<file path="config.mk">
export PLATFORM = sky130hd
export DESIGN_NAME = fuse_ctrl_top
export DESIGN_NICKNAME = d
export VERILOG_FILES = /design/src/lc_pkg.sv /design/src/fuse_ctrl_pkg.sv /design/src/fuse_mem_if.sv /design/src/fuse_req_if.sv /design/src/fuse_access_filter.sv /design/src/fuse_array.sv /design/src/fuse_ctrl_top.sv /design/src/fuse_dai.sv
export VERILOG_INCLUDE_DIRS = /design/src
export SDC_FILE = /design/constraint.sdc
export NUM_CORES = 2
export LEC_CHECK = 0
export BUFFER_PORTS_ARGS = -buffer_cell sky130_fd_sc_hd__buf_2
export CAP_MARGIN = 30
export CELL_PAD_IN_SITES_DETAIL_PLACEMENT = 1
export CELL_PAD_IN_SITES_GLOBAL_PLACEMENT = 2
export CORE_MARGIN = 1
export CORE_UTILIZATION = 46
export DETAILED_ROUTE_END_ITERATION = 7
export HOLD_SLACK_MARGIN = 0.08
export PLACE_DENSITY_LB_ADDON = 0.1
export SYNTH_ARGS = -nofsm -noshare
export SYNTH_HDL_FRONTEND = slang
export SYNTH_SLANG_ARGS = --single-unit
export TNS_END_PERCENT = 5
</file>
<file path="constraint.sdc">
create_clock -name clk_i -period 5.2 [get_ports clk_i]
set_clock_uncertainty 0.15 [all_clocks]
set_input_delay 0.52 -clock clk_i [delete_from_list [all_inputs] [get_ports clk_i]]
set_output_delay 0.52 -clock clk_i [all_outputs]
set_load 0.1 [all_outputs]
</file>
<file path="src/fuse_ctrl_macros.svh">
`ifndef FUSE_CTRL_MACROS_SVH
`define FUSE_CTRL_MACROS_SVH

// Array geometry
`define FUSE_DATA_W     32
`define FUSE_ADDR_W     6
`define FUSE_PART_WORDS 16
`define FUSE_NUM_PART   4

// Requester IDs
`define FUSE_USER_W     4
`define FUSE_CORE_USER  4'h1   // Sole writer of partitions 0 and 1

// First word of partition 2 is driven to the outside
`define FUSE_BCAST_ADDR 6'd32

`endif

</file>
<file path="src/lc_pkg.sv">
package lc_pkg;

  // Encoded state as delivered by the life-cycle controller
  typedef enum logic [15:0] {
    LcStRaw          = 16'h0000,
    LcStTestUnlocked = 16'h3a5c,
    LcStDev          = 16'h5e21,
    LcStProd         = 16'h96b4,
    LcStProdEnd      = 16'hc3d8,
    LcStRma          = 16'he70f
  } lc_state_e;

  // Ordered so that later phases compare greater
  typedef enum logic [2:0] {
    DecLcStRaw,
    DecLcStTestUnlocked,
    DecLcStDev,
    DecLcStProd,
    DecLcStProdEnd,
    DecLcStRma,
    DecLcStScrap
  } dec_lc_state_e;

  function automatic dec_lc_state_e decode_lc_state(lc_state_e lc_state);
    dec_lc_state_e dec;
    case (lc_state)
      LcStRaw:          dec = DecLcStRaw;
      LcStTestUnlocked: dec = DecLcStTestUnlocked;
      LcStDev:          dec = DecLcStDev;
      LcStProd:         dec = DecLcStProd;
      LcStProdEnd:      dec = DecLcStProdEnd;
      LcStRma:          dec = DecLcStRma;
      default:          dec = DecLcStScrap;  // Unknown encodings end up here
    endcase
    return dec;
  endfunction

endpackage

</file>
<file path="src/fuse_ctrl_pkg.sv">
`include "fuse_ctrl_macros.svh"

package fuse_ctrl_pkg;
  import lc_pkg::*;

  localparam int unsigned PART_IDX_W = $clog2(`FUSE_NUM_PART);
  localparam int unsigned WORD_IDX_W = $clog2(`FUSE_PART_WORDS);

  typedef enum logic [1:0] {
    DaiRead  = 2'b00,
    DaiWrite = 2'b01
  } dai_cmd_e;

  typedef enum logic [1:0] {
    NoError     = 2'b00,
    AccessError = 2'b01,  // Recoverable, command dropped
    FatalError  = 2'b10
  } fuse_err_e;

  typedef struct packed {
    dec_lc_state_e lc_phase;   // Last phase with write access
    logic          secret;
    logic          hw_digest;
    logic          sw_digest;
  } part_info_t;

  localparam part_info_t PART_INFO [`FUSE_NUM_PART] = '{
    '{lc_phase: DecLcStTestUnlocked, secret: 1'b0, hw_digest: 1'b0, sw_digest: 1'b1}, // Test
    '{lc_phase: DecLcStDev,          secret: 1'b1, hw_digest: 1'b1, sw_digest: 1'b0}, // Manuf
    '{lc_phase: DecLcStProd,         secret: 1'b0, hw_digest: 1'b0, sw_digest: 1'b1}, // Prod
    '{lc_phase: DecLcStRma,          secret: 1'b0, hw_digest: 1'b0, sw_digest: 1'b0}  // SVN
  };

  // Partition index sits in the top address bits
  function automatic logic [PART_IDX_W-1:0] part_idx(logic [`FUSE_ADDR_W-1:0] addr);
    return addr[`FUSE_ADDR_W-1 -: PART_IDX_W];
  endfunction

  // Digest lives in the last word of a partition
  function automatic logic is_digest_word(logic [`FUSE_ADDR_W-1:0] addr);
    return addr[WORD_IDX_W-1:0] == WORD_IDX_W'(`FUSE_PART_WORDS - 1);
  endfunction

endpackage

</file>
<file path="src/fuse_mem_if.sv">
`include "fuse_ctrl_macros.svh"

interface fuse_mem_if ();

  logic                    we;
  logic [`FUSE_ADDR_W-1:0] addr;
  logic [`FUSE_DATA_W-1:0] wdata;
  logic [`FUSE_DATA_W-1:0] rdata;  // Combinational from addr

  modport dai (
    output we, addr, wdata,
    input  rdata
  );

  modport mem (
    input  we, addr, wdata,
    output rdata
  );

endinterface

</file>
<file path="src/fuse_req_if.sv">
`include "fuse_ctrl_macros.svh"

interface fuse_req_if
  import fuse_ctrl_pkg::*;
();

  logic                    valid;    // Single-cycle command strobe
  dai_cmd_e                cmd;
  logic [`FUSE_ADDR_W-1:0] addr;
  logic [`FUSE_DATA_W-1:0] wdata;
  logic                    discard;  // Policy violation flagged upstream
  logic                    idle;     // DAI can take a command

  modport filter (
    output valid, cmd, addr, wdata, discard,
    input  idle
  );

  modport dai (
    input  valid, cmd, addr, wdata, discard,
    output idle
  );

endinterface

</file>
<file path="src/fuse_access_filter.sv">
`include "fuse_ctrl_macros.svh"

module fuse_access_filter
  import fuse_ctrl_pkg::*;
(
  input  logic                    clk_i,
  input  logic                    rst_n_i,
  input  logic                    req_valid_i,
  input  dai_cmd_e                req_cmd_i,
  input  logic [`FUSE_ADDR_W-1:0] req_addr_i,
  input  logic [`FUSE_DATA_W-1:0] req_wdata_i,
  input  logic [`FUSE_USER_W-1:0] req_user_i,
  output logic                    req_ready_o,
  fuse_req_if.filter              cmd_o
);

  logic                    valid_q;
  logic                    busy_q;
  dai_cmd_e                cmd_q;
  logic [`FUSE_ADDR_W-1:0] addr_q;
  logic [`FUSE_DATA_W-1:0] wdata_q;
  logic                    discard_q;
  logic                    accept;
  logic                    violation;

  assign req_ready_o = !busy_q && cmd_o.idle;
  assign accept      = req_valid_i && req_ready_o;

  // Partitions 0 and 1 take writes from the core user only
  assign violation = (req_cmd_i == DaiWrite) &&
                     (part_idx(req_addr_i) <= PART_IDX_W'(1)) &&
                     (req_user_i != `FUSE_CORE_USER);

  always_ff @(posedge clk_i or negedge rst_n_i) begin
    if (!rst_n_i) begin
      valid_q <= 1'b0;
      busy_q  <= 1'b0;
    end else begin
      valid_q <= accept;  // One cycle only
      if (accept) begin
        busy_q <= 1'b1;
      end else if (busy_q && !valid_q && !cmd_o.idle) begin
        busy_q <= 1'b0;   // DAI back to idle after this edge
      end
    end
  end

  always_ff @(posedge clk_i) begin
    if (accept) begin
      cmd_q     <= req_cmd_i;
      addr_q    <= req_addr_i;
      wdata_q   <= req_wdata_i;
      discard_q <= violation;
    end
  end

  assign cmd_o.valid   = valid_q;
  assign cmd_o.cmd     = cmd_q;
  assign cmd_o.addr    = addr_q;
  assign cmd_o.wdata   = wdata_q;
  assign cmd_o.discard = discard_q;

  // Reads are never dropped by the policy
  a_no_read_discard: assert property (@(posedge clk_i) disable iff (!rst_n_i)
    accept && req_cmd_i == DaiRead |=> !cmd_o.discard);

endmodule

</file>
<file path="src/fuse_array.sv">
`include "fuse_ctrl_macros.svh"

module fuse_array (
  input  logic                    clk_i,
  input  logic                    rst_n_i,
  fuse_mem_if.mem                 mem_i,
  input  logic                    zeroize_i,
  output logic [`FUSE_DATA_W-1:0] broadcast_o
);

  localparam int unsigned NUM_WORDS = `FUSE_NUM_PART * `FUSE_PART_WORDS;

  logic [`FUSE_DATA_W-1:0] mem_q [NUM_WORDS];
  logic [`FUSE_DATA_W-1:0] bcast_q;
  logic                    zeroized_q;

  assign mem_i.rdata = mem_q[mem_i.addr];

  // Blank fuses read as zero
  always_ff @(posedge clk_i or negedge rst_n_i) begin
    if (!rst_n_i) begin
      for (int i = 0; i < NUM_WORDS; i++) begin
        mem_q[i] <= '0;
      end
    end else if (mem_i.we) begin
      mem_q[mem_i.addr] <= mem_i.wdata;
    end
  end

  //////////////////////////////////////////////////
  // Broadcast and zeroization
  //////////////////////////////////////////////////

  always_ff @(posedge clk_i or negedge rst_n_i) begin
    if (!rst_n_i) begin
      zeroized_q <= 1'b0;
      bcast_q    <= '0;
    end else if (zeroize_i || zeroized_q) begin
      zeroized_q <= 1'b1;  // Sticky
      bcast_q    <= '0;
    end else if (mem_i.we && mem_i.addr == `FUSE_BCAST_ADDR) begin
      bcast_q <= mem_i.wdata;
    end
  end

  assign broadcast_o = bcast_q;

  a_zeroize_clears: assert property (@(posedge clk_i) disable iff (!rst_n_i)
    zeroize_i |=> broadcast_o == '0);

endmodule

</file>
<file path="src/fuse_ctrl_top.sv">
`include "fuse_ctrl_macros.svh"

module fuse_ctrl_top
  import lc_pkg::*;
  import fuse_ctrl_pkg::*;
(
  input  logic                    clk_i,
  input  logic                    rst_n_i,
  input  logic                    req_valid_i,
  input  dai_cmd_e                req_cmd_i,
  input  logic [`FUSE_ADDR_W-1:0] req_addr_i,
  input  logic [`FUSE_DATA_W-1:0] req_wdata_i,
  input  logic [`FUSE_USER_W-1:0] req_user_i,
  input  lc_state_e               lc_state_i,
  input  logic                    escalate_i,
  input  logic                    zeroize_i,
  output logic                    req_ready_o,
  output logic                    rsp_valid_o,
  output fuse_err_e               rsp_err_o,
  output logic [`FUSE_DATA_W-1:0] rsp_rdata_o,
  output logic [`FUSE_DATA_W-1:0] broadcast_o,
  output logic                    fatal_o
);

  fuse_req_if req_if ();  // Filter to DAI
  fuse_mem_if mem_if ();  // DAI to array

  fuse_access_filter u_filter (
    .clk_i       (clk_i),
    .rst_n_i     (rst_n_i),
    .req_valid_i (req_valid_i),
    .req_cmd_i   (req_cmd_i),
    .req_addr_i  (req_addr_i),
    .req_wdata_i (req_wdata_i),
    .req_user_i  (req_user_i),
    .req_ready_o (req_ready_o),
    .cmd_o       (req_if.filter)
  );

  fuse_dai u_dai (
    .clk_i       (clk_i),
    .rst_n_i     (rst_n_i),
    .cmd_i       (req_if.dai),
    .lc_state_i  (lc_state_i),
    .escalate_i  (escalate_i),
    .mem_o       (mem_if.dai),
    .rsp_valid_o (rsp_valid_o),
    .rsp_err_o   (rsp_err_o),
    .rsp_rdata_o (rsp_rdata_o),
    .fatal_o     (fatal_o)
  );

  fuse_array u_array (
    .clk_i       (clk_i),
    .rst_n_i     (rst_n_i),
    .mem_i       (mem_if.mem),
    .zeroize_i   (zeroize_i),
    .broadcast_o (broadcast_o)
  );

endmodule

</file>
<file path="src/fuse_dai.sv">
`include "fuse_ctrl_macros.svh"

module fuse_dai
  import lc_pkg::*;
  import fuse_ctrl_pkg::*;
(
  input  logic                    clk_i,
  input  logic                    rst_n_i,
  fuse_req_if.dai                 cmd_i,
  input  lc_state_e               lc_state_i,
  input  logic                    escalate_i,
  fuse_mem_if.dai                 mem_o,
  output logic                    rsp_valid_o,
  output fuse_err_e               rsp_err_o,
  output logic [`FUSE_DATA_W-1:0] rsp_rdata_o,
  output logic                    fatal_o
);

  typedef enum logic [1:0] {IdleSt, BusySt, RespondSt, ErrorSt} dai_state_e;

  dai_state_e                state_q;
  dai_state_e                state_d;
  logic [1:0]                fat_q;     // Commands in flight during ErrorSt
  logic                      fatal_q;
  logic [`FUSE_NUM_PART-1:0] digest_q;  // Nonzero digest per partition
  fuse_err_e                 err_q;
  fuse_err_e                 dec_err;
  logic [`FUSE_DATA_W-1:0]   rdata_q;
  dec_lc_state_e             dec_lc;
  logic [PART_IDX_W-1:0]     idx;
  logic                      in_error;
  logic                      take;

  assign dec_lc   = decode_lc_state(lc_state_i);
  assign idx      = part_idx(cmd_i.addr);
  assign in_error = escalate_i || state_q == ErrorSt;
  assign take     = cmd_i.valid && !in_error &&
                    (state_q == IdleSt || state_q == RespondSt);

  //////////////////////////////////////////////////
  // Lock checks
  //////////////////////////////////////////////////

  always_comb begin
    dec_err = NoError;
    if (cmd_i.discard) begin
      dec_err = AccessError;
    end else if (cmd_i.cmd == DaiWrite) begin
      if (dec_lc > PART_INFO[idx].lc_phase || digest_q[idx]) begin
        dec_err = AccessError;  // Phase passed or digest locked
      end
    end else if (PART_INFO[idx].secret && digest_q[idx]) begin
      dec_err = AccessError;    // Secret read lock
    end
  end

  assign mem_o.addr  = cmd_i.addr;
  assign mem_o.wdata = cmd_i.wdata;
  assign mem_o.we    = take && cmd_i.cmd == DaiWrite && dec_err == NoError;

  //////////////////////////////////////////////////
  // FSM
  //////////////////////////////////////////////////

  always_comb begin
    case (state_q)
      IdleSt, RespondSt: state_d = take ? BusySt : IdleSt;
      BusySt:            state_d = RespondSt;
      default:           state_d = ErrorSt;
    endcase
    if (escalate_i) begin
      state_d = ErrorSt;  // Terminal until reset
    end
  end

  always_ff @(posedge clk_i or negedge rst_n_i) begin
    if (!rst_n_i) begin
      state_q  <= IdleSt;
      fat_q    <= '0;
      fatal_q  <= 1'b0;
      digest_q <= '0;
    end else begin
      state_q <= state_d;
      fatal_q <= state_q == ErrorSt;
      if (in_error) begin
        fat_q <= {fat_q[0] || state_q == BusySt, cmd_i.valid};
      end
      // Track digest words of partitions that carry one
      if (mem_o.we && is_digest_word(cmd_i.addr) && cmd_i.wdata != '0 &&
          (PART_INFO[idx].hw_digest || PART_INFO[idx].sw_digest)) begin
        digest_q[idx] <= 1'b1;
      end
    end
  end

  always_ff @(posedge clk_i) begin
    if (in_error) begin
      err_q   <= FatalError;
      rdata_q <= '0;
    end else if (take) begin
      err_q   <= dec_err;
      rdata_q <= (cmd_i.cmd == DaiRead && dec_err == NoError) ? mem_o.rdata : '0;
    end
  end

  assign rsp_valid_o = state_q == RespondSt || fat_q[1];
  assign rsp_err_o   = err_q;
  assign rsp_rdata_o = rdata_q;
  assign fatal_o     = fatal_q;
  assign cmd_i.idle  = state_q == IdleSt || state_q == RespondSt ||
                       (state_q == ErrorSt && !fat_q[0]);

  // Escalation is terminal and raises the alarm a cycle later
  a_esc_terminal: assert property (@(posedge clk_i) disable iff (!rst_n_i)
    escalate_i |=> state_q == ErrorSt ##1 (state_q == ErrorSt && fatal_o));

  // No array write once the alarm is up
  a_no_fatal_write: assert property (@(posedge clk_i) disable iff (!rst_n_i)
    fatal_o |-> !mem_o.we);

endmodule

</file>
==> key figures <==
Run status
  • Status: finished, final reports clean

Timing
  • Endpoints failing setup: 0
  • Final hold violations: 0
  • Max-slew violations: 0
  • Relative slew slack: 28.1%
  • TNS Setup: 0 ns
  • Worst slew pin tran: 1.08 ns
  • Minimum clock period: 4.35 ns
  • Max Freq: 230 MHz
  • RSZ-0062 raised after global routing: false
  • Tcrit/Tclk final: 83.6%

Logic synthesis
  • Asr flop ratio synth: 96.5%
  • Library cells used by synthesis: 88
  • Post-synthesis net count: 7326
  • Main synth FF type: dfrtp_1
  • Post-synth EDFFs: 41
  • Post-Syn Instances: 7254
  • Netlist Area Pre-Place: 99100 um2
  • Post-synthesis sequential area ratio: 54.8%
  • Post-synthesis average cell area: 13.7 um2
  • Post-synthesis register bit count: 2167
  • Synth warnings: 0

Run
  • Max-Cap Viols: 0

Finish
  • Fill cells: 20500
  • Nets: 7388
  • Share of post-route cells with drive strength above 1: 41.3%
  • Most frequent cells in the layout: dfrtp_1 (2092), mux2_2 (1877), o22ai_1 (289), mux2_1 (284), clkbuf_16 (240)
  • Area delta synth->final: 14.8%
  • Multi-input gate area: 41300 um2
  • Reg area: 54300 um2
  • Final Util: 53.1%
  • Commonest non-fill, non-tap cell in the layout: dfrtp_1

Drt
  • DRT antenna net count: 0
  • Drt wl/cell: 36.4 um
  • Routed wire length: 378000 um
  • DRC: 0
  • DR vias/cell: 6.46
  • First drt pass iteration count: 7
  • Initial detailed-routing violation count: 5608
  • Routed via count: 67000

GRT
  • Vias in the first global route: 70700
  • GRT Overall Usage: 34.9%
  • First-pass GRT wire length: 543000 um
  • Antenna violations before repair: 16
  • Largest net degree at the start of global routing: 170
  • Total grt overflow: 0

Floorplan
  • Die width: 466 um
  • Core footprint: 214000 um2
  • Full die area: 217000 um2
  • FP Rows: 170
  • I/O Pins: 134
  • Initial core utilization: 46.2%
  • Vert. Die Dim: 466 um

Worst hold path
  • Hold Startpoint: req_wdata_i[4]
  • HP Class: primary input to register

Critical path
  • Critical Path AT: 4.95 ns
  • Worst-path maximum fanout: 10
  • Worst EP required: 5.80 ns
  • CP startpoint: u_filter.cmd_o.addr[4]
  • Critical R2R Launch: u_filter.cmd_o.addr[4]
  • Worst setup EP type: register
  • CP Launch Type: register
  • Crit path kind: register to register

Pwr
  • PwrDens: 337 nW/um2
  • Combinational share of power: 9.3%
  • IR drop worst, VDD: 0.000308 V
  • Leak: 55.6 nW
  • Flop pwr share: 44.4%
  • Internal power: 28.3 mW
  • Net Sw Frac: 26.1%
  • Switch Pwr: 9.99 mW
  • Clock network power share: 46.4%

Clock network
  • Post-CTS Resized: 0
  • Deepest level of the CTS H-tree: 4
  • Hold buffers post-CTS: 48
  • CTS tree: yes
  • CTS buffer count: 233
  • Clk slew on worst S/H paths: 0.06 ns
  • Clock root buffer: clkbuf_16
  • Later-pin clock latency in the skew report: 0.90 ns
  • Clock Path Buffers: 3
  • Clk sink count: 2167
  • Post CTS Setup Buffer Count: 0

Placement
  • Final GP Congestion: 0.844
  • DP HPWL: 233000 um
  • # port buffers: 133
-- synthesized netlist by cell type (all sizes together), types with 9 or more instances --
master	number	area, um2
a2111oi	9	78.8
a211o	11	96.3
a211oi	55	413
a21oi	181	906
a221o	23	230
a221oi	66	578
a22oi	20	150
a2bb2oi	38	333
a311oi	13	114
and2	9	56.3
buf	330	2160
clkbuf	424	1590
dfrtp	2092	52400
dfxtp	34	681
edfxtp	41	1230
inv	17	63.8
mux2	2281	26100
mux2i	194	1940
mux4	65	1460
nand2	255	957
nand2b	10	70.1
nand3	20	100
nor2	148	901
nor2b	28	183
nor3	20	100
nor4	15	100
o211ai	19	143
o21a	10	75.1
o21ai	159	796
o221a	9	101
o221ai	195	1710
o22a	16	140
o22ai	289	1810
o31ai	9	67.6
o41ai	15	131
or3	12	100
-- area by class of cell --
cell class                      instances  share of cell area, %
Timing Repair Buffer                  581                   5.52
Antenna cell                           13                 0.0286
Clock buffer                          359                   6.31
Inverter                               20                 0.0748
Sequential cell                      2167                   47.7
Multi-Input combinational cell       4313                   36.3
Clock inverter                         83                  0.903
Tap cell                             2838                   3.12
-- power groups by stage --
stage	Sequential (mW)	Clock, mW	Combinational [mW]
floorplan	17.3	0	1.51
global placement	17.3	0	3.44
detailed placement	17.3	0	3.48
CTS	17.0	18.0	3.52
global route	17.0	18.6	3.66
finish	17.0	17.8	3.55
-- path summary, 6_finish.rpt --
check | depth (start not counted) | endpoint | slack, ns
hold reg to reg | 0 | u_dai.digest_q[3] | 0.23
setup / recovery | 12 | u_array.mem_q[914] | 0.85
min in group asynchronous | 3 | u_array.mem_q[1563] | 0.58
setup reg to reg | 12 | u_array.mem_q[914] | 0.85
max in group asynchronous | 5 | u_array.mem_q[429] | 2.86
hold / removal | 2 | u_filter.cmd_o.wdata[4] | 0.19
-- layer usage --
metal / up-vias / track usage (%) / part of all wire, %
met5: - / 0 / 0.0034
met4: 2 / 14.0 / 4.4
met1: 37100 / 49.1 / 44
met2: 2200 / 54.5 / 46
met3: 625 / 4.60 / 5.6
li1: 27100 / - / -
-- flip-flops by register name, summed over array words and instances, names as in the netlist, 2 cells and up --
name / cells
u_filter.cmd_o.addr: 6
u_array.broadcast_o: 32
u_filter.cmd_o.wdata: 32
u_dai.fat_q: 2
u_dai.rsp_err_o: 2
u_dai.state_q: 2
u_dai.digest_q: 4
u_dai.rsp_rdata_o: 32
u_array.mem_q: 2048
u_filter.cmd_o.cmd: 2
-- critical path, stage by stage, from the launching register on --
cell and delay (ns):
edfxtp_1 0.86, inv_2 0.07, ha_1 0.34, inv_1 0.05, ha_1 0.29, nor2b_1 0.13
o21a_1 0.18, o211a_1 0.35, or4_1 0.59, buf_4 0.22, nor2_4 0.36, buf_12 0.22
mux2_2 0.36
-- stage by stage --
step                setup slack, ns  hold slack [ns]  std cells  cell area, um2  total power [mW]
CTS                           0.881            0.137      10400          114000              38.5
finish                        0.852            0.190      10400          114000              38.3
floorplan                      1.17           0.0744       7254           99100              18.8
detailed placement            0.464            0.213       9870          105000              20.8
global placement              0.475            0.210       9861          105000              20.7
global route                  0.829            0.168      10400          114000              39.3
-- logic make-up after synthesis --
family	Yosys count	share of synthesized area (%)
AO/OA/AOI/OAI	1210	8.60
adder cells (fa/ha/maj)	7	0.0884
buffers and inverters	774	3.86
flip-flops	2167	54.8
multiplexers	2540	29.8
AND/OR/NAND/NOR	556	2.89
Power figures use the tool's default switching activity.
